--- src/cpc_pkg.sv ---
package cpc_pkg;

	// Bus widths
	localparam int MEM_ADDR_W = 23;
	localparam int PAGE_W     = 8;  // Expansion page index
	localparam int PAGE_OFS_W = 14; // 16 KB page offset
	localparam int CPU_ADDR_W = 16;
	localparam int MF2_ADDR_W = 13; // 8 KB Multiface RAM

	// Memory pages, upper 9 address bits
	localparam logic [8:0] MAIN_ROM_PAGE_LO     = 9'h000;
	localparam logic [8:0] MAIN_ROM_PAGE_BASIC  = 9'h100;
	localparam logic [8:0] MAIN_ROM_PAGE_AMSDOS = 9'h107;
	localparam logic [8:0] MF2_ROM_PAGE         = 9'h1FF;

	// Pages 0, 7 and 255 are always fitted
	localparam logic [255:0] DEFAULT_ROM_PAGES = (256'd1 << 255) | (256'd1 << 7) | 256'd1;

	// Multiface CPU and port addresses
	localparam logic [15:0] MF2_NMI_ENTRY = 16'h0066;
	localparam logic [15:0] MF2_HIDE_ADDR = 16'h0065;
	localparam logic [15:0] MF2_PORT_BASE = 16'hFEE8; // Bit 1 low enables

	// I/O port high bytes
	localparam logic [7:0] PORT_GA       = 8'h7F;
	localparam logic [7:0] PORT_CRTC_SEL = 8'hBC;
	localparam logic [7:0] PORT_CRTC_VAL = 8'hBD;
	localparam logic [7:0] PORT_PPI_CTRL = 8'hF7;
	localparam logic [7:0] PORT_ROM_SEL  = 8'hDF;

	// Snapshot locations in Multiface RAM
	localparam logic [12:0] SNAP_PEN_IDX   = 13'h1FCF;
	localparam logic [12:0] SNAP_BORDER    = 13'h1FDF;
	localparam logic [12:0] SNAP_PEN_BASE  = 13'h1F90;
	localparam logic [12:0] SNAP_MODE      = 13'h1FEF;
	localparam logic [12:0] SNAP_BANK      = 13'h1FFF;
	localparam logic [12:0] SNAP_CRTC_SEL  = 13'h1CFF;
	localparam logic [12:0] SNAP_CRTC_BASE = 13'h1DB0;
	localparam logic [12:0] SNAP_PPI       = 13'h17FF;
	localparam logic [12:0] SNAP_ROM_SEL   = 13'h1AAC;

endpackage

--- src/cpc_mem_mux.sv ---
`timescale 1ns/1ps

module cpc_mem_mux (
	input  logic                           clk_sys,
	input  logic                           sys_reset,
	input  logic                           boot_we,
	input  logic [cpc_pkg::MEM_ADDR_W-1:0] boot_addr,
	input  logic [1:0]                     boot_bank,
	input  logic [7:0]                     boot_data,
	input  logic                           model,
	input  logic [cpc_pkg::CPU_ADDR_W-1:0] cpu_addr,
	input  logic                           cpu_mem_rd,
	input  logic                           cpu_mem_wr,
	input  logic [cpc_pkg::MEM_ADDR_W-1:0] cpu_mem_addr,
	input  logic [7:0]                     cpu_wdata,
	input  logic                           mf2_rom_en,
	input  logic                           mf2_ram_en,
	input  logic [7:0]                     mem_rdata,
	input  logic [7:0]                     mf2_rdata,
	input  logic [7:0]                     rom_mask,
	output logic                           mem_we,
	output logic                           mem_oe,
	output logic [cpc_pkg::MEM_ADDR_W-1:0] mem_addr,
	output logic [1:0]                     mem_bank,
	output logic [7:0]                     mem_wdata,
	output logic [7:0]                     cpu_rdata
);
	import cpc_pkg::*;

	logic ram_sel_q;  // Follows the Multiface RAM read latency

	// Boot source owns memory during reset
	assign mem_we    = sys_reset ? boot_we : cpu_mem_wr && !mf2_ram_en && !mf2_rom_en;
	assign mem_oe    = !sys_reset && cpu_mem_rd && !mf2_ram_en;
	assign mem_bank  = sys_reset ? boot_bank : {1'b0, model};
	assign mem_wdata = sys_reset ? boot_data : cpu_wdata;

	always_comb begin
		if (sys_reset)
			mem_addr = boot_addr;
		else if (mf2_rom_en)
			mem_addr = {MF2_ROM_PAGE, cpu_addr[PAGE_OFS_W-1:0]};
		else
			mem_addr = cpu_mem_addr;
	end

	always_ff @(posedge clk_sys) begin
		if (sys_reset)
			ram_sel_q <= 1'b0;
		else
			ram_sel_q <= mf2_ram_en;
	end

	assign cpu_rdata = (ram_sel_q ? mf2_rdata : mem_rdata) | rom_mask;

endmodule

--- config.mk ---
export PLATFORM = sky130hd
export DESIGN_NAME = cpc_mem_mux
export DESIGN_NICKNAME = d
export VERILOG_FILES = /design/src/cpc_pkg.sv /design/src/cpc_mem_mux.sv
export SDC_FILE = /design/constraint.sdc
export NUM_CORES = 1
export LEC_CHECK = 0
export BUFFER_PORTS_ARGS = -buffer_cell sky130_fd_sc_hd__buf_2
export CAP_MARGIN = 30
export CORE_AREA = 2 2 60 62
export DETAILED_ROUTE_END_ITERATION = 8
export DIE_AREA = 0 0 62 64
export HOLD_SLACK_MARGIN = 0.05
export PLACE_DENSITY = 0.76
export SLEW_MARGIN = 20
export SYNTH_ARGS = -nofsm -noshare
export SYNTH_HDL_FRONTEND = slang
export SYNTH_SLANG_ARGS = --single-unit
--- constraint.sdc ---
create_clock -name clk_sys -period 1.6 [get_ports clk_sys]
set_input_delay 0.32 -clock clk_sys [delete_from_list [all_inputs] [get_ports clk_sys]]
set_output_delay 0.32 -clock clk_sys [all_outputs]
set_load 0.01 [all_outputs]
==> reports/qor.yml <==
outcome:
  status: "complete, no violations"
sta:
  final-hold-violation-count: 0
  setup_viol: 0
  post-route-min-period_ns: 1.425
  max_slew_margin_pct: 68.39
  fin_crit_sh_pct: 89.04
  drv_slew: 0
  rsz0062_at_grt: "no"
  holdWs_ns: 0.5884
  max_clock_freq_ghz: 0.7019
  worst_slew_pin_slew_ns: 0.4734
  fin_ws_ns: 0.1754
final_layout:
  nets: 369
  fin_cells: 301
  reg.largest.list: "ram_sel_q (1)"
  fill_cells: 345
  largest_reg_flops: 1
  diodes: 0
  regMostFlops: "ram_sel_q"
  postLayoutCoreUtil_pct: 46.32
  layout.area.seq_sq_um: 20.02
  layout-drive-gt1-share_pct: 64.31
  area_growth_pct: 105.8
  layout_common_cells: "buf_2 (151), nand2_1 (24), mux2i_1 (14), o21ai_0 (13), o21ai_1 (10)"
  multi_input_area_sq_um: 636.9
  layout_commonest_cell: "buf_2"
synthesis:
  yosysSeqAreaShare_pct: 2.707
  netlist_area_sq_um: 739.5
  synth-xor-area-share_pct: 0
  ys.warnings.count: 0
  syn-num-nets: 224
  syn_inst: 112
  synthAdderAreaFrac_pct: 0
  synth_top_family_by_area: "multiplexers"
  synthMuxAreaShare_pct: 32.66
  synth_cell_type_count: 17
  ys_ff_latch: 1
  synth_compound_area_share_pct: 27.24
  avgSynthCellArea_sq_um: 6.602
  synthSimpleGateAreaFrac_pct: 26.23
route:
  dr.pass1.iters: 4
  post-route-drc-count: 0
  drt_iter0_markers: 37
  vias: 1320
  ant_nets: 0
  viasPerCell: 4.385
  routedWlPerCell_um: 9.953
  drt-total-wl_um: 2996
die:
  fp.coreArea_sq_mm: 0.003284
  die_w_um: 62
  start_util_pct: 22.51
  ios: 155
  num_rows: 21
  dieArea_sq_mm: 0.003968
  fp.dieH_um: 64
critical_path:
  cp-start-kind: "input pin"
  cp_slowest_stage_delay_ns: 0.34
  path_class: "input pin to primary output"
  crit_family: "buffers and inverters"
  cpMostUsedCell: "buf_2"
  worst_ep_arrival_time_ns: 1.10
  cp_max_fo: 21
  crit_buf_inv: 3
  worstPathCellList: "buf_2 -> buf_12 -> mux2_2 -> buf_2"
  crit_path_end_kind: "primary output"
  required_ns: 1.28
  slowest_stage: "mux2_2"
global_route:
  grt_overflow: 0
  grt_usage_pct: 13.22
  antenna_found_initial: 0
  grt_max_degree: 40
  first_global_vias: 1179
  grt_pass1_wl_um: 4395
placed_design:
  routabilityCongestion: 0.6800
  dp.cells: 301
  port_buffers: 152
  pre_cts_ws_ns: -0.003896
  post-dp-hpwl_um: 2637
clock_network:
  ctsHoldBuffers: 0
  postCtsSetupBuffers: 0
  path_clk_slew_ns: 0
  cts_resized: 1
pwr:
  ir_worst_vdd_v: 0.0001458
  p_total_mw: 0.4377
  leakage_nw: 0.9128
  powerDensity_mw_per_mm2: 287.7
run:
  max_cap_violations: 0
worst_hold_path:
  hold_class: "input pin to register"
[layout make-up]
class	instances	share of cell area [%]
multi-input combinational	99	41.86
inverter	1	0.2467
sequential	1	1.316
timing repair buffer	154	52.80
tap	46	3.783
[cell families after synthesis]
logic type / Yosys count
and+or+nand+nor: 44
buffers and inverters: 12
muxes: 23
DFF: 1
AOI/OAI and AO/OA: 32
[cell usage after synthesis (all sizes together)]
library cell	n	area (sq um)
o41ai	1	16.27
inv	1	3.750
nor2	9	33.78
nor3b	1	7.510
clkbuf	3	11.26
nor2b	9	56.30
o21ai	23	115.1
and2	1	6.260
a211o	8	70.07
buf	8	67.56
mux2	9	101.4
mux2i	14	140.1
nand2	24	90.09
dfxtp	1	20.02
[per-layer routing]
| metal | vias up | routed length, um | global-route usage, % |
|---|---|---|---|
| li1 | 678 | - | - |
| met1 | 559 | 1069 | 13.56 |
| met2 | 83 | 1603 | 27.47 |
| met3 | 0 | 323 | 1.012 |
| met4 | 0 | 0 | 1.596 |
| met5 | - | 0 | 0 |
[worst paths after layout]
path  startpoint      endpoint  depth (start not counted)
max    sys_reset  mem_wdata[4]                          4
min   mf2_ram_en     ram_sel_q                          2
[stage by stage]
step | cell area, sq um | setup TNS [ns]
after detailed placement | 1519 | -0.003896
after CTS | 1521 | 0
after global routing | 1521 | 0
final | 1521 | 0
after floorplan | 739.5 | 0
after global placement | 1519 | 0
[power breakdown]
| part | total [mW] | internal [mW] | switching (mW) |
|---|---|---|---|
| clock | 0 | 0 | 0 |
| sequential | 0.0320 | 0.0268 | 0.00515 |
| combinational | 0.406 | 0.228 | 0.177 |
No activity file was read; power rests on OpenSTA's default activity.
