<file path="src/cpc_pkg.sv">
package cpc_pkg;

	// Bus widths
	localparam int MEM_ADDR_W = 23;
	localparam int PAGE_W     = 8;  // Expansion page index
	localparam int PAGE_OFS_W = 14; // 16 KB page offset
	localparam int CPU_ADDR_W = 16;
	localparam int MF2_ADDR_W = 13; // 8 KB Multiface RAM

	// Memory pages, upper 9 address bits
	localparam logic [8:0] MAIN_ROM_PAGE_LO     = 9'h000;
	localparam logic [8:0] MAIN_ROM_PAGE_BASIC  = 9'h100;
	localparam logic [8:0] MAIN_ROM_PAGE_AMSDOS = 9'h107;
	localparam logic [8:0] MF2_ROM_PAGE         = 9'h1FF;

	// Pages 0, 7 and 255 are always fitted
	localparam logic [255:0] DEFAULT_ROM_PAGES = (256'd1 << 255) | (256'd1 << 7) | 256'd1;

	// Multiface CPU and port addresses
	localparam logic [15:0] MF2_NMI_ENTRY = 16'h0066;
	localparam logic [15:0] MF2_HIDE_ADDR = 16'h0065;
	localparam logic [15:0] MF2_PORT_BASE = 16'hFEE8; // Bit 1 low enables

	// I/O port high bytes
	localparam logic [7:0] PORT_GA       = 8'h7F;
	localparam logic [7:0] PORT_CRTC_SEL = 8'hBC;
	localparam logic [7:0] PORT_CRTC_VAL = 8'hBD;
	localparam logic [7:0] PORT_PPI_CTRL = 8'hF7;
	localparam logic [7:0] PORT_ROM_SEL  = 8'hDF;

	// Snapshot locations in Multiface RAM
	localparam logic [12:0] SNAP_PEN_IDX   = 13'h1FCF;
	localparam logic [12:0] SNAP_BORDER    = 13'h1FDF;
	localparam logic [12:0] SNAP_PEN_BASE  = 13'h1F90;
	localparam logic [12:0] SNAP_MODE      = 13'h1FEF;
	localparam logic [12:0] SNAP_BANK      = 13'h1FFF;
	localparam logic [12:0] SNAP_CRTC_SEL  = 13'h1CFF;
	localparam logic [12:0] SNAP_CRTC_BASE = 13'h1DB0;
	localparam logic [12:0] SNAP_PPI       = 13'h17FF;
	localparam logic [12:0] SNAP_ROM_SEL   = 13'h1AAC;

endpackage

</file>
<file path="src/fdc_io_port.sv">
`timescale 1ns/1ps

module fdc_io_port (
	input  logic                           clk_sys,
	input  logic                           reset,
	input  logic [cpc_pkg::CPU_ADDR_W-1:0] cpu_addr,
	input  logic                           io_wr,
	input  logic                           io_rd,
	input  logic [7:0]                     io_data,
	input  logic [1:0]                     img_mounted,
	input  logic [7:0]                     fdc_status_a,
	input  logic [7:0]                     fdc_status_b,
	input  logic [7:0]                     fdc_data_a,
	input  logic [7:0]                     fdc_data_b,
	output logic                           motor,
	output logic [7:0]                     fdc_rdata
);
	logic [3:0] fdc_sel;
	logic       io_wr_q;

	assign fdc_sel = {cpu_addr[10], cpu_addr[8], cpu_addr[7], cpu_addr[0]};

	always_ff @(posedge clk_sys) begin
		io_wr_q <= io_wr;
		if (reset)
			motor <= 1'b0;
		else if (|img_mounted)
			motor <= 1'b0;  // New disk stops the drive
		else if (io_wr && !io_wr_q && fdc_sel[3:1] == 3'b000)
			motor <= io_data[0];
	end

	always_comb begin
		fdc_rdata = 8'hFF;
		if (io_rd) begin
			casez (fdc_sel)
				4'b000?: fdc_rdata = {7'd0, motor};
				4'b0100: fdc_rdata = {fdc_status_a[7] & fdc_status_b[7],
					fdc_status_a[6:0] | fdc_status_b[6:0]};  // Main status
				4'b0101: fdc_rdata = fdc_data_a | fdc_data_b;
				default: fdc_rdata = 8'hFF;
			endcase
		end
	end

endmodule

</file>
<file path="config.mk">
export PLATFORM = sky130hd
export DESIGN_NAME = fdc_io_port
export DESIGN_NICKNAME = d
export VERILOG_FILES = /design/src/cpc_pkg.sv /design/src/fdc_io_port.sv
export SDC_FILE = /design/constraint.sdc
export NUM_CORES = 1
export LEC_CHECK = 0
export BUFFER_PORTS_ARGS = -buffer_cell sky130_fd_sc_hd__buf_4
export CAP_MARGIN = 20
export CORE_AREA = 2 2 39 41
export CTS_BUF_LIST = sky130_fd_sc_hd__clkbuf_8
export DETAILED_ROUTE_END_ITERATION = 16
export DIE_AREA = 0 0 41 43
export GPL_ROUTABILITY_DRIVEN = 0
export PLACE_DENSITY = 0.78
export SYNTH_ARGS = -nofsm -noshare
export SYNTH_HDL_FRONTEND = slang
export SYNTH_SLANG_ARGS = --single-unit
</file>
<file path="constraint.sdc">
create_clock -name clk_sys -period 0.85 [get_ports clk_sys]
set_input_delay 0.085 -clock clk_sys [delete_from_list [all_inputs] [get_ports clk_sys]]
set_output_delay 0.085 -clock clk_sys [all_outputs]
set_load 0.01 [all_outputs]
</file>
==> impl_metrics.yaml <==
yosys:
  yosys.area.top_type: "o221ai_1"
  ys_ff_latch: 2
  syn_area_um2: 255
  syn_inst: 38
  yosysSeqAreaShare_pct: 15.7
  yosysMostFrequentCell: "nor2_1"
  syn-num-nets: 100
  synth.distinct_cells: 18
  synthFlopType: "dfxtp_1"
  synth.top_cells.by_area: "o221ai_1, nor2_1, dfxtp_1"
  synth_area_per_cell_um2: 6.72
  synth_edf_count: 0
  ys_warn_count: 0
  synthTopCellsByCount: "nor2_1, o221ai_1, nand2_1, dfxtp_1"
  yosysTopAreaCellShare_pct: 20.6
  synthArstFlopShare_pct: 0
finish:
  utilization_pct: 60.3
  stdcell_count: 113
  syn_to_final_growth_pct: 227
  drive_gt1_share_pct: 72.2
  antennaDiodeCount: 0
  nets: 161
run_status:
  failed_checks: "negative setup slack"
  status: "complete, but fails checks"
power_and_ir_drop:
  p_leak_nw: 0.386
  p_total_w: 0.000752
  powerDensity_nw_per_um2: 901
  ir_drop_v: 0.000770
timing:
  slew_violations: 0
  min_period_ns: 0.959
  hold_viol: 0
  setup_viol: 8
  setup_ws_ns: -0.109
  slew_headroom_pct: 84.8
  grt_setup_unrepaired: "yes"
  fmax_mhz: 1040
  period_share_pct: 113
  tightestPinTransition_ns: 0.226
  fin_worst_skew_ns: 0.000795
route:
  drt_iter0_drc: 6
  drcViolationCount: 0
  first_pass_iters: 4
  avgViaCountPerCell: 4.67
  wl_mm: 1.32
  antenna_left: 0
  num_vias: 528
  wl_per_cell_um: 11.6
clock_tree:
  clock-sinks: 2
  root_buffer: "clkbuf_8"
  htreeDepth: 1
  cts-buffers-inserted: 3
  clk_latency_ns: 0.21
  clockBufferDepth: 2
  cts_tree: "yes"
  path_clk_slew_ns: 0.03
placement:
  numPortBuffers: 51
  dp_slack_ns: -0.264
  dpl.hpwl_um: 940
  dpl.cell_count: 108
grt:
  antenna_found_initial: 0
  grt-ovfl-total: 0
  grt_pass1_wl_mm: 1.86
  grt_max_degree: 9
  grt_pass1_vias: 478
  grt_util_all_layers_pct: 15.4
worst_setup_path:
  regToRegEndpoint: "motor$_SDFFE_PP0P_"
  cp.arrival_ns: 0.87
  r2r-start: "io_wr_q$_DFF_P_"
  cp-end-kind: "primary output"
  critPathLaunchType: "input pin"
  cp-startpoint: "cpu_addr[7]"
  cp_max_fo: 7
  crit_path_end: "fdc_rdata[1]"
  rrSetupSlack_ns: 0.04
  reg2reg_depth: 3
  path_class: "input pin to primary output"
  crit_required_ns: 0.76
floorplan:
  die_x_um: 41
  coreArea_um2: 1380
  die_area_um2: 1760
  start_util_pct: 18.4
  die_h_um: 43
  rows: 14
  ios: 71
worst_hold_path:
  min_path_type: "input pin to flip-flop"
  worstHoldStart: "io_data[0]"
job:
  maxCapViolCount: 0
-- metrics by stage --
stage | setup TNS, ns | hold WS, ns | area (um^2)
final | -0.743 | 0.155 | 835
after global routing | -1.11 | 0.179 | 835
after CTS | -0.752 | 0.124 | 801
after detailed placement | -1.39 | 0.202 | 683
after global placement | -1.34 | 0.201 | 683
after floorplan | 0 | 0.113 | 255
-- per-layer routing --
layer / wire length (um) / track usage, % / vias to the layer above / part of all wire, %
met5: 0 / 0 / - / 0
met4: 0 / 6.00 / 0 / 0
met3: 169 / 3.66 / 0 / 13
met2: 695 / 27.5 / 34 / 53
met1: 451 / 16.0 / 228 / 34
li1: - / - / 266 / -
-- where the power goes --
part	leakage [nW]	total, W	switching (W)	internal, W
logic	0.347	0.000286	0.0000935	0.000193
clock network	0.0216	0.000365	0.0000665	0.000299
registers	0.0170	0.000100	0.00000241	0.0000980
-- area by class of cell --
| type | instances | area [um^2] |
|---|---|---|
| Clock buffer | 3 | 41.3 |
| Inverter | 1 | 3.75 |
| Multi-Input combinational cell | 34 | 274 |
| Fill cell | 123 | 549 |
| Timing Repair Buffer | 57 | 453 |
| Sequential cell | 2 | 42.5 |
| Tap cell | 16 | 20.0 |
-- registers in the layout, summed over array words and instances (netlist names) --
signal   flops
io_wr_q      1
motor        1
-- worst max-delay path, cell delays in order --
cell,delay (ns)
buf_8,0.11
nand4bb_4,0.22
buf_6,0.15
o221ai_1,0.15
buf_4,0.15
-- worst min-delay path by stage --
stage	endpoint	slack, ns	cells after the start
4_1_cts	motor$_SDFFE_PP0P_	0.12	3
3_3_place_gp	io_wr_q$_DFF_P_	0.20	1
6_report	motor$_SDFFE_PP0P_	0.15	3
2_1_floorplan	io_wr_q$_DFF_P_	0.11	0
5_1_grt	motor$_SDFFE_PP0P_	0.18	3
3_5_place_dp	io_wr_q$_DFF_P_	0.20	1
-- logic make-up (layout without fill, tap and decap cells) --
logic type / count (synthesis) / count (layout) / share of synthesized area [%]
compound gates: 10 / 10 / 31.9
buf+inv: 2 / 61 / 3.43
flops: 2 / 2 / 15.7
mux: 1 / 1 / 3.92
simple gates: 23 / 23 / 45.1
-- cells in the final DEF, fill, tap and decap left out, types with 2 or more instances in the layout --
cell,count
o221ai_2,2
dfxtp_2,2
buf_4,51
buf_6,4
clkbuf_8,3
o221ai_1,4
nand2_1,3
nor2_1,13
-- repair_timing --
action,in CTS,in global routing
hold buffers,1,0
endpoints found under the setup margin,9,10
buffers inserted,0,1
hold endpoints to repair,1,0
gates resized for setup,14,5
cloned,0,0
pin swaps,4,3
Note: power is estimated with default switching activity, not from simulation.
