<file path="config.mk">
export PLATFORM = sky130hd
export DESIGN_NAME = rom_presence_map
export DESIGN_NICKNAME = d
export VERILOG_FILES = /design/src/cpc_pkg.sv /design/src/rom_presence_map.sv
export SDC_FILE = /design/constraint.sdc
export NUM_CORES = 1
export LEC_CHECK = 0
export BUFFER_PORTS_ARGS = -buffer_cell sky130_fd_sc_hd__buf_2
export CAP_MARGIN = 15
export CORE_ASPECT_RATIO = 1.25
export CORE_UTILIZATION = 60
export DETAILED_ROUTE_END_ITERATION = 8
export GPL_TIMING_DRIVEN = 0
export PLACE_DENSITY = 0.79
export SYNTH_ARGS = -nofsm -noshare
export SYNTH_HDL_FRONTEND = slang
export SYNTH_SLANG_ARGS = --single-unit
</file>
<file path="constraint.sdc">
create_clock -name clk_sys -period 3.4 [get_ports clk_sys]
set_input_delay 0.17 -clock clk_sys [delete_from_list [all_inputs] [get_ports clk_sys]]
set_output_delay 0.17 -clock clk_sys [all_outputs]
set_load 0.01 [all_outputs]
</file>
<file path="src/cpc_pkg.sv">
package cpc_pkg;

	// Bus widths
	localparam int MEM_ADDR_W = 23;
	localparam int PAGE_W     = 8;  // Expansion page index
	localparam int PAGE_OFS_W = 14; // 16 KB page offset
	localparam int CPU_ADDR_W = 16;
	localparam int MF2_ADDR_W = 13; // 8 KB Multiface RAM

	// Memory pages, upper 9 address bits
	localparam logic [8:0] MAIN_ROM_PAGE_LO     = 9'h000;
	localparam logic [8:0] MAIN_ROM_PAGE_BASIC  = 9'h100;
	localparam logic [8:0] MAIN_ROM_PAGE_AMSDOS = 9'h107;
	localparam logic [8:0] MF2_ROM_PAGE         = 9'h1FF;

	// Pages 0, 7 and 255 are always fitted
	localparam logic [255:0] DEFAULT_ROM_PAGES = (256'd1 << 255) | (256'd1 << 7) | 256'd1;

	// Multiface CPU and port addresses
	localparam logic [15:0] MF2_NMI_ENTRY = 16'h0066;
	localparam logic [15:0] MF2_HIDE_ADDR = 16'h0065;
	localparam logic [15:0] MF2_PORT_BASE = 16'hFEE8; // Bit 1 low enables

	// I/O port high bytes
	localparam logic [7:0] PORT_GA       = 8'h7F;
	localparam logic [7:0] PORT_CRTC_SEL = 8'hBC;
	localparam logic [7:0] PORT_CRTC_VAL = 8'hBD;
	localparam logic [7:0] PORT_PPI_CTRL = 8'hF7;
	localparam logic [7:0] PORT_ROM_SEL  = 8'hDF;

	// Snapshot locations in Multiface RAM
	localparam logic [12:0] SNAP_PEN_IDX   = 13'h1FCF;
	localparam logic [12:0] SNAP_BORDER    = 13'h1FDF;
	localparam logic [12:0] SNAP_PEN_BASE  = 13'h1F90;
	localparam logic [12:0] SNAP_MODE      = 13'h1FEF;
	localparam logic [12:0] SNAP_BANK      = 13'h1FFF;
	localparam logic [12:0] SNAP_CRTC_SEL  = 13'h1CFF;
	localparam logic [12:0] SNAP_CRTC_BASE = 13'h1DB0;
	localparam logic [12:0] SNAP_PPI       = 13'h17FF;
	localparam logic [12:0] SNAP_ROM_SEL   = 13'h1AAC;

endpackage

</file>
<file path="src/rom_presence_map.sv">
`timescale 1ns/1ps

module rom_presence_map (
	input  logic                           clk_sys,
	input  logic                           reset,
	input  logic                           model_sel,
	input  logic                           boot_we,
	input  logic [cpc_pkg::MEM_ADDR_W-1:0] boot_addr,
	input  logic [cpc_pkg::MEM_ADDR_W-1:0] cpu_mem_addr,
	output logic                           model,
	output logic [7:0]                     rom_mask
);
	import cpc_pkg::*;

	logic [2**PAGE_W-1:0] rom_map = DEFAULT_ROM_PAGES;
	logic                 model_q = 1'b0;
	logic                 boot_we_q;
	logic [PAGE_W-1:0]    boot_page;
	logic [PAGE_W-1:0]    cpu_page;

	assign boot_page = boot_addr[PAGE_OFS_W +: PAGE_W];
	assign cpu_page  = cpu_mem_addr[PAGE_OFS_W +: PAGE_W];

	always_ff @(posedge clk_sys) begin
		boot_we_q <= boot_we;
		if (boot_we_q && !boot_we && boot_addr[MEM_ADDR_W-1])
			rom_map[boot_page] <= 1'b1;  // Write finished in the upper half
		if (reset) begin
			model_q <= model_sel;
			if (model_sel != model_q)
				rom_map <= DEFAULT_ROM_PAGES;
		end
	end

	assign model = model_q;

	// Empty expansion pages float high
	assign rom_mask = (cpu_mem_addr[MEM_ADDR_W-1] && !rom_map[cpu_page]) ? 8'hFF : 8'h00;

endmodule

</file>
==> results of run 1 <==
how the worst min path moves through the flow:
stage,endpoint,from
floorplan,boot_we_q$_DFF_P_,boot_we
global placement,boot_we_q$_DFF_P_,boot_we
detailed placement,boot_we_q$_DFF_P_,boot_we
CTS,boot_we_q$_DFF_P_,boot_we
global route,rom_map[203]$_DFF_P_,boot_addr[18]
finish,rom_map[203]$_DFF_P_,boot_addr[18]
cell families after synthesis:
logic type	after synthesis
AOI/OAI and AO/OA	302
xor gates and xnor gates	1
buffers and inverters	95
DFF	258
muxes	83
and+or+nand+nor	381
through the flow:
stage / hold slack, ns / cells
after floorplan: 0.198 / 1120
after global placement: 0.283 / 1360
after detailed placement: 0.287 / 1375
after CTS: 0.306 / 1422
after global routing: 0.308 / 1424
final: 0.301 / 1424
routing by layer:
layer,vias up,part of all wire
met5,-,0
met4,0,0.081
met3,236,0.14
met2,857,0.44
met1,4524,0.34
li1,4067,-
repair_timing:
item,4_1_cts,5_1_grt
resized for setup,3,4
endpoints found under the setup margin,8,8
hold buffers,3,0
hold endpoints to repair,3,0
pin swaps,0,0
flip-flops by register name (all words and copies together), names as in the netlist:
signal     flops
rom_map      256
boot_we_q      1
model          1
tightest hold or removal path, delay by kind of cell:
kind / cells / cell delay, ns
compound gates: 1 / 0.13
buf+inv: 1 / 0.30
simple gates: 2 / 0.17
power groups by stage:
stage,logic [mW],registers (mW),clock network (mW)
after detailed placement,0.480,3.10,0
after floorplan,0.274,3.10,0
after global placement,0.471,3.10,0
final,0.521,3.04,2.89
after global routing,0.523,3.04,3.00
after CTS,0.488,3.04,2.86
cell usage after synthesis, types with 2 or more instances:
library cell	instances	share of area
buf_4	7	0.0051
nand4_1	4	0.0024
buf_6	2	0.0022
clkbuf_1	64	0.023
mux2i_1	35	0.034
nor4_1	12	0.0073
nor2b_1	8	0.0049
mux4_2	47	0.10
nor2_1	278	0.10
buf_1	8	0.0029
nor3_1	29	0.014
buf_2	13	0.0064
dfxtp_1	257	0.50
a211oi_1	3	0.0022
a22oi_1	19	0.014
and2_1	3	0.0018
nand2b_1	12	0.0073
a211o_1	5	0.0043
o22ai_1	8	0.0049
a31oi_1	4	0.0024
nand2_1	19	0.0070
a21oi_1	256	0.13
nand3_1	13	0.0064
nand3b_1	2	0.0015
layout make-up:
type / instances / area (µm²) / share of cell area
Sequential cell: 258 / 5170 / 0.442
Multi-Input combinational cell: 767 / 4720 / 0.403
Clock buffer: 34 / 719 / 0.0614
Buffer: 94 / 423 / 0.0361
Timing Repair Buffer: 40 / 275 / 0.0235
Tap cell: 220 / 275 / 0.0235
Clock inverter: 10 / 128 / 0.0109
Inverter: 1 / 3.75 / 0.000320
==> impl_metrics.tcl, run 1 <==
set metrics [dict create \
    routabilityCongestion 1.04 \
    syn_to_final_growth_pct 14.4 \
    clockPowerShare 0.449 \
    synth_compound_area_frac 0.159 \
    r2r_cells 6 \
    postSynth.asyncResetShare 0 \
    cp-end-kind "output pin" \
    grt_use_met3 0.131 \
    htreeDepth 1 \
    io_pins 59 \
    clock.fmax_ghz 0.306 \
    power.total_mw 6.45 \
    critical_path.max_fanout 10 \
    drt_iter0_markers 1809 \
    yosys.area_share.xor_xnor 0.000856 \
    finClkSkew_ns 0.0102 \
    netlist_instances 1120 \
    ys.flop_type "dfxtp_1" \
    synth_nets 1170 \
    crit_chain "buf_2 -> buf_2 -> buf_2 -> mux4_2 -> mux4_2 -> a211oi_2 -> nand3_1 -> a32oi_4 -> buf_4 -> buf_2" \
    final_cell_mix "nor2_1, dfxtp_1, a21oi_1, clkbuf_1, mux4_2" \
    busiest_layer "met2" \
    ant_nets 0 \
    leakage_nw 4.56 \
    die_x_um 119 \
    crit_arrival_ns 3.10 \
    holdPathStages 4 \
    placed_cell_area_um2 10800 \
    min_period_ns 3.27 \
    crit_top_cell "buf_2" \
    dp_slack_ns -0.236 \
    run_status "finished clean" \
    synth_top_family_by_area "compound AO/OA/AOI/OAI gates" \
    setup_viol_count_final 0 \
    clkTransAtPathRegs_ns 0.06 \
    synth_area_um2 10200 \
    rsz0062_at_grt "false" \
    final_util 0.698 \
    synth-edff-count 1 \
    grt_max_degree 16 \
    synthDistinctLibCells 36 \
    overflow 0 \
    cts_tree "built" \
    setup_ws_ns 0.127 \
    hold_class "primary input to register" \
    mostFrequentLayoutCell "nor2_1" \
    crit_family "buffers and inverters" \
    swShare 0.246 \
    ir_drop_mv 0.351 \
    vias 9684 \
    reg2reg_setup_slack_ns 0.49 \
    grt_pass1_wl_um 56300 \
    slew_headroom 0.104 \
    n_fill_cell 1346 \
    final_max_slew_viol_count 0 \
    drtPass1Iterations 7 \
    crit_buf_inv 5 \
    power_density_nw_per_um2 551 \
    hold_violations 0 \
    cts_setup_buffers 0 \
    portBuffers 20 \
    final_net_count 1237 \
    setup_tns_ns 0 \
    synthSimpleGateAreaFrac 0.155 \
    tightest_slew_ns 1.33 \
    post_drt_wl_per_cell_um 26.7 \
    power_switching_mw 1.59 \
    postSynthAreaPerCell_um2 9.14 \
    antenna_cells 0 \
    postRouteWirelength_um 38000 \
    clkLatencyLatePin_ns 0.52 \
    reg2reg_to "rom_map[71]$_DFF_P_" \
    drive_above_1_share 0.132 \
    clock-sinks 258 \
    cts_buffers 25 \
    ys_ff_latch 258 \
    grtUsageMet2 0.674 \
    initial_core_util 0.610 \
    synth_mux_area_frac 0.139 \
    cp_slowest_cell "mux4_2" \
    grt_pass1_vias 9273 \
    power_frac_seq 0.471 \
    crit_cells 10 \
    p_int_mw 4.86 \
    met1_usage 0.525 \
    hpwl_um 25700 \
    vias_per_cell 6.80 \
    crit_path_start_kind "primary input" \
    dieArea_um2 17600 \
    ys_seq_area_frac 0.505 \
    worst_ep_required_time_ns 3.23 \
    critPathLaunch "cpu_mem_addr[15]" \
    maxCapViolCount 0 \
    rr_startpoint "boot_we_q$_DFF_P_" \
    cts_buffer_depth 3 \
    crit_type "primary input to output pin" \
    power_frac_comb 0.081 \
    die-height_um 148 \
    finalCritPeriodShare 0.963 \
    antenna_found_initial 0 \
    rows 53 \
    yosys_warnings 0 \
    drc 0 \
    synth_adder_area_share 0 \
    root_buffer "clkbuf_16" \
    max_stage_delay_ns 0.49 \
    final_area_um2 11700 \
    track_usage 0.438 \
    core_region_area_um2 16800 \
    crit_end "rom_mask[2]" \
]
(Power assumes the default switching activity.)
==> run 2: changes to the inputs <==
- PLACE_DENSITY: 0.79 -> default
- PLACE_DENSITY_LB_ADDON: default -> 0.2
==> impl_metrics.tcl, run 2 (synthesized netlist as in run 1, its figures left out) <==
set metrics [dict create \
    setup_tns_ns 0 \
    routed-wl-met2_um 16500 \
    largest_reg_flops 256 \
    grt_pass1_wl_um 56400 \
    antenna_cells 0 \
    leakage_nw 4.56 \
    final_area_um2 11700 \
    tightest_slew_ns 1.28 \
    rsz0062_at_grt "false" \
    clkTransAtPathRegs_ns 0.06 \
    run_status "finished clean" \
    mostFrequentLayoutCell "nor2_1" \
    syn_to_final_growth_pct 14.5 \
    ant_nets 0 \
    crit_arrival_ns 3.17 \
    grt_max_degree 15 \
    dieArea_um2 17600 \
    hpwl_um 25700 \
    crit_type "primary input to output pin" \
    post_drt_wl_per_cell_um 26.9 \
    hold_class "primary input to register" \
    crit_top_cell "buf_2" \
    crit_path_start_kind "primary input" \
    postRouteWirelength_um 38400 \
    overflow 0 \
    met1_length_um 13300 \
    clock-sinks 258 \
    drtPass1Iterations 6 \
    track_usage 0.441 \
    core_region_area_um2 16800 \
    rows 53 \
    antenna_found_initial 1 \
    final_cell_mix "nor2_1, dfxtp_1, a21oi_1, clkbuf_1, mux4_2" \
    dp_slack_ns -0.270 \
    placed_cell_area_um2 10800 \
    routabilityCongestion 1.03 \
    grt_pass1_vias 9074 \
    drive_above_1_share 0.131 \
    setup_viol_count_final 0 \
    place_inst 1374 \
    slew_headroom 0.138 \
    final_net_count 1236 \
    wl_met3_um 5130 \
    root_buffer "clkbuf_16" \
    layout.cells.non_filler 1425 \
    setup_ws_ns 0.0641 \
    drt_iter0_markers 1492 \
    worst_ep_required_time_ns 3.23 \
    min_period_ns 3.34 \
    finalCritPeriodShare 0.981 \
    crit_chain "buf_6 -> buf_6 -> buf_2 -> buf_2 -> mux4_2 -> a22oi_1 -> nand3_1 -> a21oi_1 -> nand4_1 -> a32oi_4 -> buf_4 -> buf_2" \
    ir_drop_mv 0.475 \
    crit_family "buffers and inverters" \
    cts_buffers 25 \
    htreeDepth 1 \
    cts_tree "built" \
    topRoutingLayerUsed "met4" \
    hold_ws_ns 0.288 \
    clkLatencyLatePin_ns 0.54 \
    clock.fmax_ghz 0.300 \
    cp-end-kind "output pin" \
    top_register "rom_map" \
    drc 0 \
    io_pins 59 \
    vias 9721 \
    vias_per_cell 6.82 \
    finClkSkew_ns 0.0122 \
    cts_buffer_depth 3 \
    maxCapViolCount 0 \
    cp_slowest_cell "buf_2" \
    die_x_um 119 \
    final_util 0.699 \
    max_stage_delay_ns 0.45 \
    crit_buf_inv 6 \
    initial_core_util 0.610 \
    die-height_um 148 \
    portBuffers 20 \
    power.total_mw 6.52 \
    critical_path.max_fanout 10 \
    final_max_slew_viol_count 0 \
    hold_violations 0 \
    power_density_nw_per_um2 556 \
]
## run 2: layout make-up
cell class	count	area, µm²
tap	220	275
timing repair buffer	39	263
multi-input combinational	767	4710
clock buffer	36	737
buffer	94	428
inverter	1	3.75
clock inverter	10	131
fill	1338	5050
sequential	258	5170
## run 2: report_power, final
group | internal, mW | switching, mW
Combinational | 0.128 | 0.399
Clock | 1.73 | 1.22
Sequential | 3.03 | 0.00466
## run 2: what timing repair did
item,in CTS,in global routing
setup endpoints to repair,8,8
gates cloned,0,0
buffers inserted,0,0
hold buffers,3,0
hold endpoints to repair,3,0
gates resized for setup,3,6
## run 2: routing by layer
metal  track usage  vias up
met3         0.100      238
li1              -     4057
met5             0        -
met2         0.665      874
met1         0.550     4552
met4         0.337        0
## run 2: worst paths after layout
check | start | to | slack (ns) | cells past startpoint
worst max-delay path | cpu_mem_addr[14] | rom_mask[3] | 0.06 | 12
worst max register to register | boot_we_q$_DFF_P_ | rom_map[167]$_DFF_P_ | 0.26 | 6
worst min register to register | rom_map[230]$_DFF_P_ | rom_map[230]$_DFF_P_ | 0.46 | 2
worst min-delay path | boot_we | boot_we_q$_DFF_P_ | 0.29 | 2
