===== src/cpc_pkg.sv =====
package cpc_pkg;

	// Bus widths
	localparam int MEM_ADDR_W = 23;
	localparam int PAGE_W     = 8;  // Expansion page index
	localparam int PAGE_OFS_W = 14; // 16 KB page offset
	localparam int CPU_ADDR_W = 16;
	localparam int MF2_ADDR_W = 13; // 8 KB Multiface RAM

	// Memory pages, upper 9 address bits
	localparam logic [8:0] MAIN_ROM_PAGE_LO     = 9'h000;
	localparam logic [8:0] MAIN_ROM_PAGE_BASIC  = 9'h100;
	localparam logic [8:0] MAIN_ROM_PAGE_AMSDOS = 9'h107;
	localparam logic [8:0] MF2_ROM_PAGE         = 9'h1FF;

	// Pages 0, 7 and 255 are always fitted
	localparam logic [255:0] DEFAULT_ROM_PAGES = (256'd1 << 255) | (256'd1 << 7) | 256'd1;

	// Multiface CPU and port addresses
	localparam logic [15:0] MF2_NMI_ENTRY = 16'h0066;
	localparam logic [15:0] MF2_HIDE_ADDR = 16'h0065;
	localparam logic [15:0] MF2_PORT_BASE = 16'hFEE8; // Bit 1 low enables

	// I/O port high bytes
	localparam logic [7:0] PORT_GA       = 8'h7F;
	localparam logic [7:0] PORT_CRTC_SEL = 8'hBC;
	localparam logic [7:0] PORT_CRTC_VAL = 8'hBD;
	localparam logic [7:0] PORT_PPI_CTRL = 8'hF7;
	localparam logic [7:0] PORT_ROM_SEL  = 8'hDF;

	// Snapshot locations in Multiface RAM
	localparam logic [12:0] SNAP_PEN_IDX   = 13'h1FCF;
	localparam logic [12:0] SNAP_BORDER    = 13'h1FDF;
	localparam logic [12:0] SNAP_PEN_BASE  = 13'h1F90;
	localparam logic [12:0] SNAP_MODE      = 13'h1FEF;
	localparam logic [12:0] SNAP_BANK      = 13'h1FFF;
	localparam logic [12:0] SNAP_CRTC_SEL  = 13'h1CFF;
	localparam logic [12:0] SNAP_CRTC_BASE = 13'h1DB0;
	localparam logic [12:0] SNAP_PPI       = 13'h17FF;
	localparam logic [12:0] SNAP_ROM_SEL   = 13'h1AAC;

endpackage


===== src/mf2_control.sv =====
`timescale 1ns/1ps

module mf2_control (
	input  logic                           clk_sys,
	input  logic                           sys_reset,
	input  logic [1:0]                     mf2_mode,   // 0 on, 1 hidden, 2 off
	input  logic                           key_nmi,
	input  logic                           m1,
	input  logic [cpc_pkg::CPU_ADDR_W-1:0] cpu_addr,
	input  logic                           io_wr,
	output logic                           nmi,
	output logic                           mf2_active,
	output logic                           mf2_rom_en,
	output logic                           mf2_ram_en
);
	import cpc_pkg::*;

	logic hidden;
	logic key_nmi_q;
	logic m1_q;
	logic io_wr_q;
	logic m1_rise;
	logic port_hit;

	assign m1_rise  = m1 && !m1_q;
	assign port_hit = io_wr && !io_wr_q && cpu_addr[15:2] == MF2_PORT_BASE[15:2];

	always_ff @(posedge clk_sys) begin
		key_nmi_q <= key_nmi;
		m1_q      <= m1;
		io_wr_q   <= io_wr;
		if (sys_reset) begin
			nmi        <= 1'b0;
			mf2_active <= 1'b0;
			hidden     <= |mf2_mode;
		end else begin
			if (key_nmi && !key_nmi_q && !mf2_active && !mf2_mode[1])
				nmi <= 1'b1;
			if (nmi && m1_rise && cpu_addr == MF2_NMI_ENTRY) begin  // NMI taken
				nmi        <= 1'b0;
				mf2_active <= 1'b1;
				hidden     <= 1'b0;
			end
			if (mf2_active && m1_rise && cpu_addr == MF2_HIDE_ADDR)
				hidden <= 1'b1;
			if (port_hit) begin
				if (!cpu_addr[1] && !hidden) begin
					mf2_active <= 1'b1;
					nmi        <= 1'b0;  // Enable cancels a pending NMI
				end else begin
					mf2_active <= 1'b0;
				end
			end
		end
	end

	// ROM at 0000-1FFF, RAM at 2000-3FFF
	assign mf2_rom_en = mf2_active && cpu_addr[CPU_ADDR_W-1:MF2_ADDR_W] == 3'b000;
	assign mf2_ram_en = mf2_active && cpu_addr[CPU_ADDR_W-1:MF2_ADDR_W] == 3'b001;

	a_nmi_excl: assert property (@(posedge clk_sys) disable iff (sys_reset)
		!(nmi && mf2_active))
		else $error("NMI pending while Multiface active");

endmodule


===== config.mk =====
export PLATFORM = sky130hd
export DESIGN_NAME = mf2_control
export DESIGN_NICKNAME = d
export VERILOG_FILES = /design/src/cpc_pkg.sv /design/src/mf2_control.sv
export SDC_FILE = /design/constraint.sdc
export NUM_CORES = 1
export LEC_CHECK = 0
export BUFFER_PORTS_ARGS = -buffer_cell sky130_fd_sc_hd__buf_2
export CAP_MARGIN = 20
export CORE_AREA = 5 5 42 44
export DETAILED_ROUTE_END_ITERATION = 10
export DIE_AREA = 0 0 47 49
export HOLD_SLACK_MARGIN = 0.12
export SLEW_MARGIN = 20
export SYNTH_ARGS = -nofsm -noshare
export SYNTH_HDL_FRONTEND = slang
export SYNTH_SLANG_ARGS = --single-unit

===== constraint.sdc =====
create_clock -name clk_sys -period 1.82 [get_ports clk_sys]
set_input_delay 0.364 -clock clk_sys [delete_from_list [all_inputs] [get_ports clk_sys]]
set_output_delay 0.364 -clock clk_sys [all_outputs]
set_load 0.02 [all_outputs]

==> results of run 1 <==
==> cells in the final DEF (no fill, tap or decap), types with 2 or more instances in the layout <==
cell type / instances
and4bb_2: 2
and4_1: 2
and4b_1: 2
clkbuf_4: 3
nor4b_1: 2
buf_2: 26
dfxtp_1: 5
nor2_1: 2
nor4b_2: 2
o21ai_0: 2
==> final timing paths <==
path,start,to,slack (ps),depth (start not counted)
max,mf2_active,mf2_rom_en,350,2
min,m1,m1_q,230,1
max reg2reg,m1_q,hidden,470,4
min reg2reg,nmi,nmi,550,2
==> critical path: stages (launching register included) <==
cell and delay, ps:
dfxtp_1 410, nor4b_1 230, buf_2 210
==> registers in the layout, indices dropped and copies added, names as in the netlist <==
register	flops
mf2_active	1
nmi	1
key_nmi_q	1
io_wr_q	1
m1_q	1
hidden	1
==> cell families (layout without fill, tap and decap cells) <==
group,Yosys count,count (layout),share of synthesized area
flops,6,6,0.351
simple gates,19,19,0.500
compound gates,5,5,0.139
buf+inv,1,31,0.0101
==> power by group through the flow <==
stage               combinational (W)  clock, W  sequential (W)
floorplan                   0.0000152         0        0.000148
finish                      0.0000521  0.000138        0.000145
global route                0.0000575  0.000158        0.000146
global placement            0.0000516         0        0.000148
detailed placement          0.0000527         0        0.000148
CTS                         0.0000530  0.000146        0.000145
==> through the flow <==
step,total power [W],hold WS [ps]
final,0.000335,227
after global routing,0.000361,213
after CTS,0.000344,218
after detailed placement,0.000201,478
after global placement,0.000199,478
after floorplan,0.000163,392
==> layout make-up <==
type / count / area share
Multi-Input combinational cell: 24 / 0.432
Timing Repair Buffer: 26 / 0.238
Tap cell: 16 / 0.0366
Sequential cell: 6 / 0.238
Inverter: 1 / 0.00686
Clock buffer: 4 / 0.0481
==> metal layers <==
metal	wire length [um]	vias up
li1	-	194
met4	0	0
met2	439	17
met5	0	-
met1	431	166
met3	78	0
==> summary.txt, run 1 <==
Sequential cell area -> 130 sq um
Slew headroom -> 0.826
Initial drt markers -> 0
Max Transition Viols Final -> 0
CP Class -> register to primary output
Row cnt -> 14
Finished Layout Cells -> 77
Sw Pwr -> 0.0000815 W
Layout area overhead -> 47.6%
Post-place setup slack -> 209 ps
Met1 usage -> 0.117
Cells after Synth -> 31
Postcts setup bufs -> 0
Die Wd -> 47 um
Number of port buffers -> 26
Remaining DRCs -> 0
Critical Path RT -> 1460 ps
Diode count -> 0
Worst Tran Pin Value -> 258 ps
Outcome -> completed
H-tree level count -> 1
Fin crit share -> 0.808
WL per Instance -> 12.3 um
Final TNS setup -> 0 ps
Asr flop ratio synth -> 0
Clock slew at reported path FFs -> 50 ps
Share of the synthesized area in the top cell type -> 0.270
Fin nets -> 85
Vias per std cell -> 4.90
Post-synth EDFFs -> 1
Met2 Use GR -> 0.113
Final core utilization -> 0.390
Leakage power -> 0.249 nW
Total number of vias -> 377
Die Y -> 49 um
Number of synthesized register bits -> 6
Fin area -> 547 sq um
Final setup violation count -> 0
Routability cong. -> 0.740
GRT Util Overall -> 0.0874
Core area -> 1400 sq um
Largest net degree at the start of global routing -> 7
Area of the multi-input gates -> 236 sq um
DRT Pass-1 Iters -> 1
Switching Fraction -> 0.243
Comb power frac -> 0.155
Met3 GRT Util -> 0.0664
Syn Nets -> 54
Routed Antenna Nets -> 0
Min cycle time layout -> 1470 ps
PwrDens -> 613 nW/um^2
Post-synthesis cell type count -> 20
Final hold vios -> 0
Post-CTS sizing -> 0
Num CTS Buffers -> 3
Gr ovfl total -> 0
Clock Power Share -> 0.412
Global-route wire length before repair -> 1480 um
Final WS setup -> 350 ps
Most used DFF post-synth -> dfxtp_1
Top Usage Layer GRT -> met1
CTS tree -> done
Hold Path Class -> input pin to register
Synth top area cells -> dfxtp_1 (27%), edfxtp_1 (8.1%), nor4b_2 (8.1%)
Pint -> 0.000254 W
Peak supply drop -> 0.321 mV
Initial antenna violation count -> 0
Io pins -> 27
Most frequent cell after synthesis -> dfxtp_1
CP Capture Type -> primary output
Post-Place Cells -> 73
Worst Skew -> 1.60 ps
Post-Route WL -> 949 um
Fillers -> 155
Initial cell density of the core -> 0.264
Fmax -> 680 MHz
Synth warn -> 0
Number of global-route vias before repair -> 375
Die area -> 2300 sq um
Hold buffer count at cts -> 0
Ratio of cells with drive above 1 in the final layout -> 0.623
Register area share after synthesis -> 0.351
Cell Area, Synth -> 370 sq um
Post-synth top area cell -> dfxtp_1
Worst setup SP type -> register
Clk root buf -> clkbuf_4
Syn Area/Cell -> 11.9 sq um
Worst skew pair latency -> 250 ps
Clk buf depth -> 2
Reg power frac -> 0.433
Area after DPL -> 520 sq um
Worst-path fanout max -> 6
RSZ-0062 raised after global routing -> false
Max-cap violations -> 0
Clock sink total -> 6
Arrival time worst endpoint -> 1110 ps
Note: power is estimated with default switching activity, not from simulation.
==> run 2, diff against run 1 <==
--- a/config.mk
+++ b/config.mk
@@ -5,6 +5,7 @@
 export SDC_FILE = /design/constraint.sdc
 export NUM_CORES = 1
 export LEC_CHECK = 0
+export ABC_AREA = 1
 export BUFFER_PORTS_ARGS = -buffer_cell sky130_fd_sc_hd__buf_2
 export CAP_MARGIN = 20
 export CORE_AREA = 5 5 42 44
==> constraint.sdc (replaced) <==
create_clock -name clk_sys -period 1.4 [get_ports clk_sys]
set_input_delay 0.28 -clock clk_sys [delete_from_list [all_inputs] [get_ports clk_sys]]
set_output_delay 0.28 -clock clk_sys [all_outputs]
set_load 0.02 [all_outputs]
==> run 2 against run 1 <==
Clock skew is 7.5 ps higher; register-to-register slack worse by 140 ps; combinational power is 30% higher; critical endpoint unchanged; critical path depth is 1 higher; non-clock buffer count stayed put; largest cell class unchanged; global-route usage is 0.22 points higher.
==> summary.txt, run 2 <==
Outcome -> completed
Remaining DRCs -> 0 (unchanged)
Global-route wire length before repair -> 1570 um (+5.6%)
Worst path slowest cell -> dfxtp_1
Final HPWL DP -> 850 um
Most frequent cell after synthesis -> nor2_1
Worst skew pair latency -> 240 ps (about the same)
Routability cong. -> 0.843 (+14%)
Critical Path RT -> 1120 ps (-340 ps)
Final WS setup -> 170 ps (-180 ps)
Post-CTS sizing -> 0 (unchanged)
Synth top area cells -> dfxtp_1 (27%), nor2_1 (11%), nand2_1 (10%)
Register area share after synthesis -> 0.356 (+0.00481)
Initial antenna violation count -> 0 (unchanged)
Syn Area/Cell -> 6.89 sq um (-42%)
Hold buffer count at cts -> 0 (unchanged)
Number of port buffers -> 26 (unchanged)
RSZ-0062 raised after global routing -> false
Worst setup path start -> mf2_active
Diode count -> 0 (unchanged)
Most used DFF post-synth -> dfxtp_1
Layout area overhead -> 48.3%
Min cycle time layout -> 1230 ps
Die Y -> 49 um (unchanged)
Num CTS Buffers -> 3 (unchanged)
CP peak stage delay -> 380 ps (-30 ps)
H-tree level count -> 1 (unchanged)
Most frequent cells in the layout -> buf_2 (26), nor2_1 (11), nand2_1 (10), inv_1 (6)
Clock sink total -> 6 (unchanged)
Max Transition Viols Final -> 0 (unchanged)
Routed Antenna Nets -> 0 (unchanged)
Beginning of the worst hold path -> key_nmi
Final setup violation count -> 0 (unchanged)
Clk root buf -> clkbuf_4
DRT Pass-1 Iters -> 4 (+3)
Leakage power -> 0.261 nW (+4.8%)
Clk buf depth -> 2 (unchanged)
Worst setup SP type -> register
Slew headroom -> 0.890 (+0.0641)
Arrival time worst endpoint -> 950 ps (-160 ps)
Asr flop ratio synth -> 0 (unchanged)
WL per Instance -> 9.69 um (-21%)
Post-Route WL -> 959 um (+1.1%)
Final hold vios -> 0 (unchanged)
Total number of vias -> 434 (+15%)
Fin nets -> 107 (+26%)
Cells after Synth -> 53 (+71%)
Peak supply drop -> 0.376 mV (+17%)
Post-place setup slack -> 187 ps (-21.6 ps)
Crit path cell chain -> nand2_1 -> nor2_1 -> buf_2
Clock slew at reported path FFs -> 50 ps (about the same)
Crit path buffers/inverters -> 1 (unchanged)
Share of the synthesized area in the top cell type -> 0.274 (+0.00370)
Vias per std cell -> 4.38 (-10%)
Initial drt markers -> 6 (+6)
Pwr Total -> 0.000425 W (+27%)
Post-synth top area cell -> dfxtp_1
CTS tree -> done
Worst path top cell family by delay -> flip-flops
Worst-path fanout max -> 4 (-2)
Synth warn -> 0 (unchanged)
CP Capture Type -> primary output
Commonest non-fill, non-tap cell in the layout -> buf_2
Io pins -> 27 (unchanged)
Die Wd -> 47 um (unchanged)
GRT Util Overall -> 0.0896 (+0.00218)
Core area -> 1400 sq um (unchanged)
Post-synth EDFFs -> 1 (unchanged)
Ratio of cells with drive above 1 in the final layout -> 0.434 (-0.189)
Number of synthesized register bits -> 6 (unchanged)
Row cnt -> 14 (unchanged)
Postcts setup bufs -> 0 (unchanged)
PwrDens -> 785 nW/um^2 (+28%)
Syn Nets -> 76 (+41%)
Origin of the critical flop-to-flop path -> mf2_active
Die area -> 2300 sq um (unchanged)
Initial cell density of the core -> 0.261 (-0.00357)
Max-cap violations -> 0 (unchanged)
Cell Area, Synth -> 365 sq um (-1.4%)
Worst Tran Pin Value -> 164 ps (-93.9 ps)
Fmax -> 813 MHz
Gr ovfl total -> 0 (unchanged)
Final TNS setup -> 0 ps (unchanged)
Hold Path Class -> input pin to register
Reg-to-reg slack, setup -> 330 ps (-140 ps)
Post-synthesis cell type count -> 16 (-20%)
Top cells by count, synth -> nor2_1 (11), nand2_1 (10), inv_1 (6), dfxtp_1 (5), nand3_1 (5)
CP Class -> register to primary output
Largest net degree at the start of global routing -> 5 (-2)
Number of global-route vias before repair -> 433 (+15%)
Final core utilization -> 0.387 (-0.00357)
Fin crit share -> 0.879
Worst Skew -> 9.14 ps (+7.54 ps)
run 2: layer usage:
layer | global-route usage | vias to the layer above | part of all wire
li1 | - | 233 | -
met3 | 0.0406 | 0 | 0.15
met1 | 0.104 | 182 | 0.42
met4 | 0.0415 | 0 | 0
met2 | 0.136 | 19 | 0.43
met5 | 0 | - | 0
run 2: stage by stage:
step | hold WS, ps | area (sq um) | instances
floorplan | 308 | 365 | 53
global placement | 400 | 515 | 95
finish | 153 | 542 | 99
CTS | 142 | 542 | 99
detailed placement | 402 | 515 | 95
global route | 142 | 542 | 99
run 2: cell families after synthesis:
logic type             after synthesis  share of synthesized area
buffers and inverters                6                     0.0616
DFF                                  6                      0.356
and+or+nand+nor                     38                      0.527
AOI/OAI and AO/OA                    3                     0.0548
run 2: cell type report:
cell class,instances,area [sq um]
clock buffers,4,26.3
flip-flops and latches,6,130
multi-input cells,41,213
repair buffers,26,130
inverters,6,22.5
fillers,179,860
well taps,16,20.0
run 2: worst paths after layout:
kind,cells past startpoint,end
setup / recovery,3,mf2_rom_en
hold / removal,1,key_nmi_q
setup reg to reg,4,hidden
hold reg to reg,3,nmi
run 2: worst reg2reg max path, stage by stage, from the launching register on:
cell     delay [ps]
dfxtp_1         380
nand2_1          70
nor3_1          160
nand3_1         110
nand3_1          90
run 2: power breakdown:
group          leakage [nW]  internal, W  switching [W]   total, W
sequential           0.0513     0.000185     0.00000412   0.000189
combinational         0.195    0.0000340      0.0000336  0.0000676
clock                0.0150     0.000108      0.0000607   0.000169
total                 0.261     0.000327      0.0000985   0.000425
==> run 3, diff against run 2 <==
--- a/config.mk
+++ b/config.mk
@@ -5,7 +5,6 @@
 export SDC_FILE = /design/constraint.sdc
 export NUM_CORES = 1
 export LEC_CHECK = 0
-export ABC_AREA = 1
 export BUFFER_PORTS_ARGS = -buffer_cell sky130_fd_sc_hd__buf_2
 export CAP_MARGIN = 20
 export CORE_AREA = 5 5 42 44
==> run 3 against run 2 <==
Core utilization grew 4.6 points; cell area grew 12%; clock skew shrank 2.4 ps; hold slack lost 8.2 ps; setup slack lost 120 ps; critical endpoint is now hidden; highest routed layer is now met4.
==> summary.txt, run 3 (synthesis gave the netlist of run 1 again) <==
Slew headroom -> 0.832 (-0.0575)
Routability cong. -> 0.720 (-15%)
Fin nets -> 92 (-14%)
WHS Path Cells -> 1 (unchanged)
Final hold vios -> 0 (unchanged)
Remaining DRCs -> 0 (unchanged)
Worst Skew -> 6.73 ps (-2.40 ps)
Final setup violation count -> 0 (unchanged)
Io pins -> 27 (unchanged)
Max Transition Viols Final -> 0 (unchanged)
Arrival time worst endpoint -> 1410 ps (+460 ps)
Min cycle time layout -> 1350 ps (+116 ps)
DRT Pass-1 Iters -> 2 (-2)
Max-cap violations -> 0 (unchanged)
Clk buf depth -> 2 (unchanged)
Gr ovfl total -> 0 (unchanged)
Vias per std cell -> 4.99 (+14%)
Initial cell density of the core -> 0.264 (+0.00357)
Leakage power -> 0.283 nW (+8.6%)
Clk root buf -> clkbuf_4
Worst Tran Pin Value -> 248 ps (+84.0 ps)
GRT Util Overall -> 0.105 (+0.0153)
CTS tree -> done
Final core utilization -> 0.433 (+0.0464)
Core area -> 1400 sq um (unchanged)
H-tree level count -> 1 (unchanged)
R2R depth -> 4 (unchanged)
Clock sink total -> 6 (unchanged)
Beginning of the worst hold path -> key_nmi
Diode count -> 0 (unchanged)
Outcome -> completed
Worst setup SP type -> register
WL per Instance -> 12.2 um (+26%)
Worst skew pair latency -> 250 ps (about the same)
Post-Place Cells -> 80 (-16%)
PwrDens -> 731 nW/um^2 (-7.0%)
Clock slew at reported path FFs -> 50 ps (about the same)
Largest net degree at the start of global routing -> 7 (+2)
Worst hold margin -> 144 ps (-8.22 ps)
Num CTS Buffers -> 3 (unchanged)
Initial antenna violation count -> 0 (unchanged)
Post-Route WL -> 1020 um (+6.7%)
Row cnt -> 14 (unchanged)
Number of global-route vias before repair -> 448 (+3.5%)
R2r endpoint -> hidden
Fmax -> 743 MHz (-8.6%)
Pwr Total -> 0.000443 W (+4.2%)
Hold Path Class -> input pin to register
RSZ-0062 raised after global routing -> false
Die Wd -> 47 um (unchanged)
Commonest non-fill, non-tap cell in the layout -> buf_2
Worst hold endpoint -> key_nmi_q
Number of port buffers -> 26 (unchanged)
Layout area overhead -> 63.9%
CP Capture Type -> register
Ratio of cells with drive above 1 in the final layout -> 0.691 (+0.257)
Initial drt markers -> 2 (-4)
Die Y -> 49 um (unchanged)
Most frequent cells in the layout -> buf_2 (26), buf_4 (7), dfxtp_1 (4), nor4b_2 (3), clkbuf_4 (3)
Origin of the critical flop-to-flop path -> m1_q
Die area -> 2300 sq um (unchanged)
Final HPWL DP -> 907 um (+6.6%)
CP Class -> register to register
Critical Path RT -> 1460 ps (+340 ps)
Total number of vias -> 419 (-3.5%)
Finished Layout Cells -> 84 (-15%)
Routed Antenna Nets -> 0 (unchanged)
Reg-to-reg slack, setup -> 50 ps (-280 ps)
Global-route wire length before repair -> 1730 um (+10%)
Worst-path fanout max -> 3 (-1)
Fin crit share -> 0.962 (+0.0826)
Peak supply drop -> 0.371 mV (-1.4%)
Final TNS setup -> 0 ps (unchanged)
==> run 3: cell types whose count changed in the layout (fill, tap and decap cells not counted), sizes merged, moves of 2 or more <==
cell,delta
nor2,-12
nor4b,+4
nor3,-2
buf,+7
inv,-5
and4,+2
a21oi,-2
nand2,-9
and4bb,+2
nand3,-6
o21ai,+2
and4b,+2
==> run 3: how the worst max path moves through the flow <==
stage | start | to | cells after the start
3_5_place_dp | cpu_addr[14] | hidden | 5
3_3_place_gp | cpu_addr[14] | hidden | 5
2_1_floorplan | cpu_addr[14] | hidden | 4
6_report | m1_q | hidden | 4
5_1_grt | m1_q | hidden | 4
4_1_cts | mf2_active | mf2_rom_en | 2
==> run 3: area by class of cell <==
cell class | instances | area, sq um
clock buffer | 4 | 26.3
sequential | 6 | 131
fill | 155 | 795
tap | 16 | 20.0
inverter | 1 | 3.75
timing repair buffer | 33 | 183
multi-input combinational | 24 | 243
==> run 3: through the flow <==
stage | instance area (sq um) | setup slack, ps
2_1_floorplan | 377 | 73.6
3_3_place_gp | 579 | -67.2
3_5_place_dp | 579 | -147
4_1_cts | 606 | 13.9
5_1_grt | 607 | 2.27
6_report | 607 | 53.8
==> run 3: repair_timing <==
item	in CTS	in global routing
hold buffers	0	0
setup endpoints to repair	0	2
setup buffers	0	0
gates resized for setup	0	1
==> run 3: metal layers <==
layer,GRT usage,vias to the layer above,part of all wire
li1,-,207,-
met1,0.130,187,0.40
met2,0.143,23,0.45
met3,0.0443,2,0.13
met4,0.0691,0,0.0078
met5,0,-,0
==> run 3: worst max-delay path: stages (launching register included) <==
cell and delay [ps]:
dfxtp_1 300, nor4b_2 240, nand4_2 180, buf_4 170, o41ai_2 270
==> run 3: power breakdown <==
| group | switching [W] | leakage (nW) | internal [W] |
|---|---|---|---|
| sequential | 0.00000366 | 0.0518 | 0.000185 |
| clock | 0.0000669 | 0.0150 | 0.000108 |
| combinational | 0.0000344 | 0.217 | 0.0000453 |
| total | 0.000105 | 0.283 | 0.000338 |
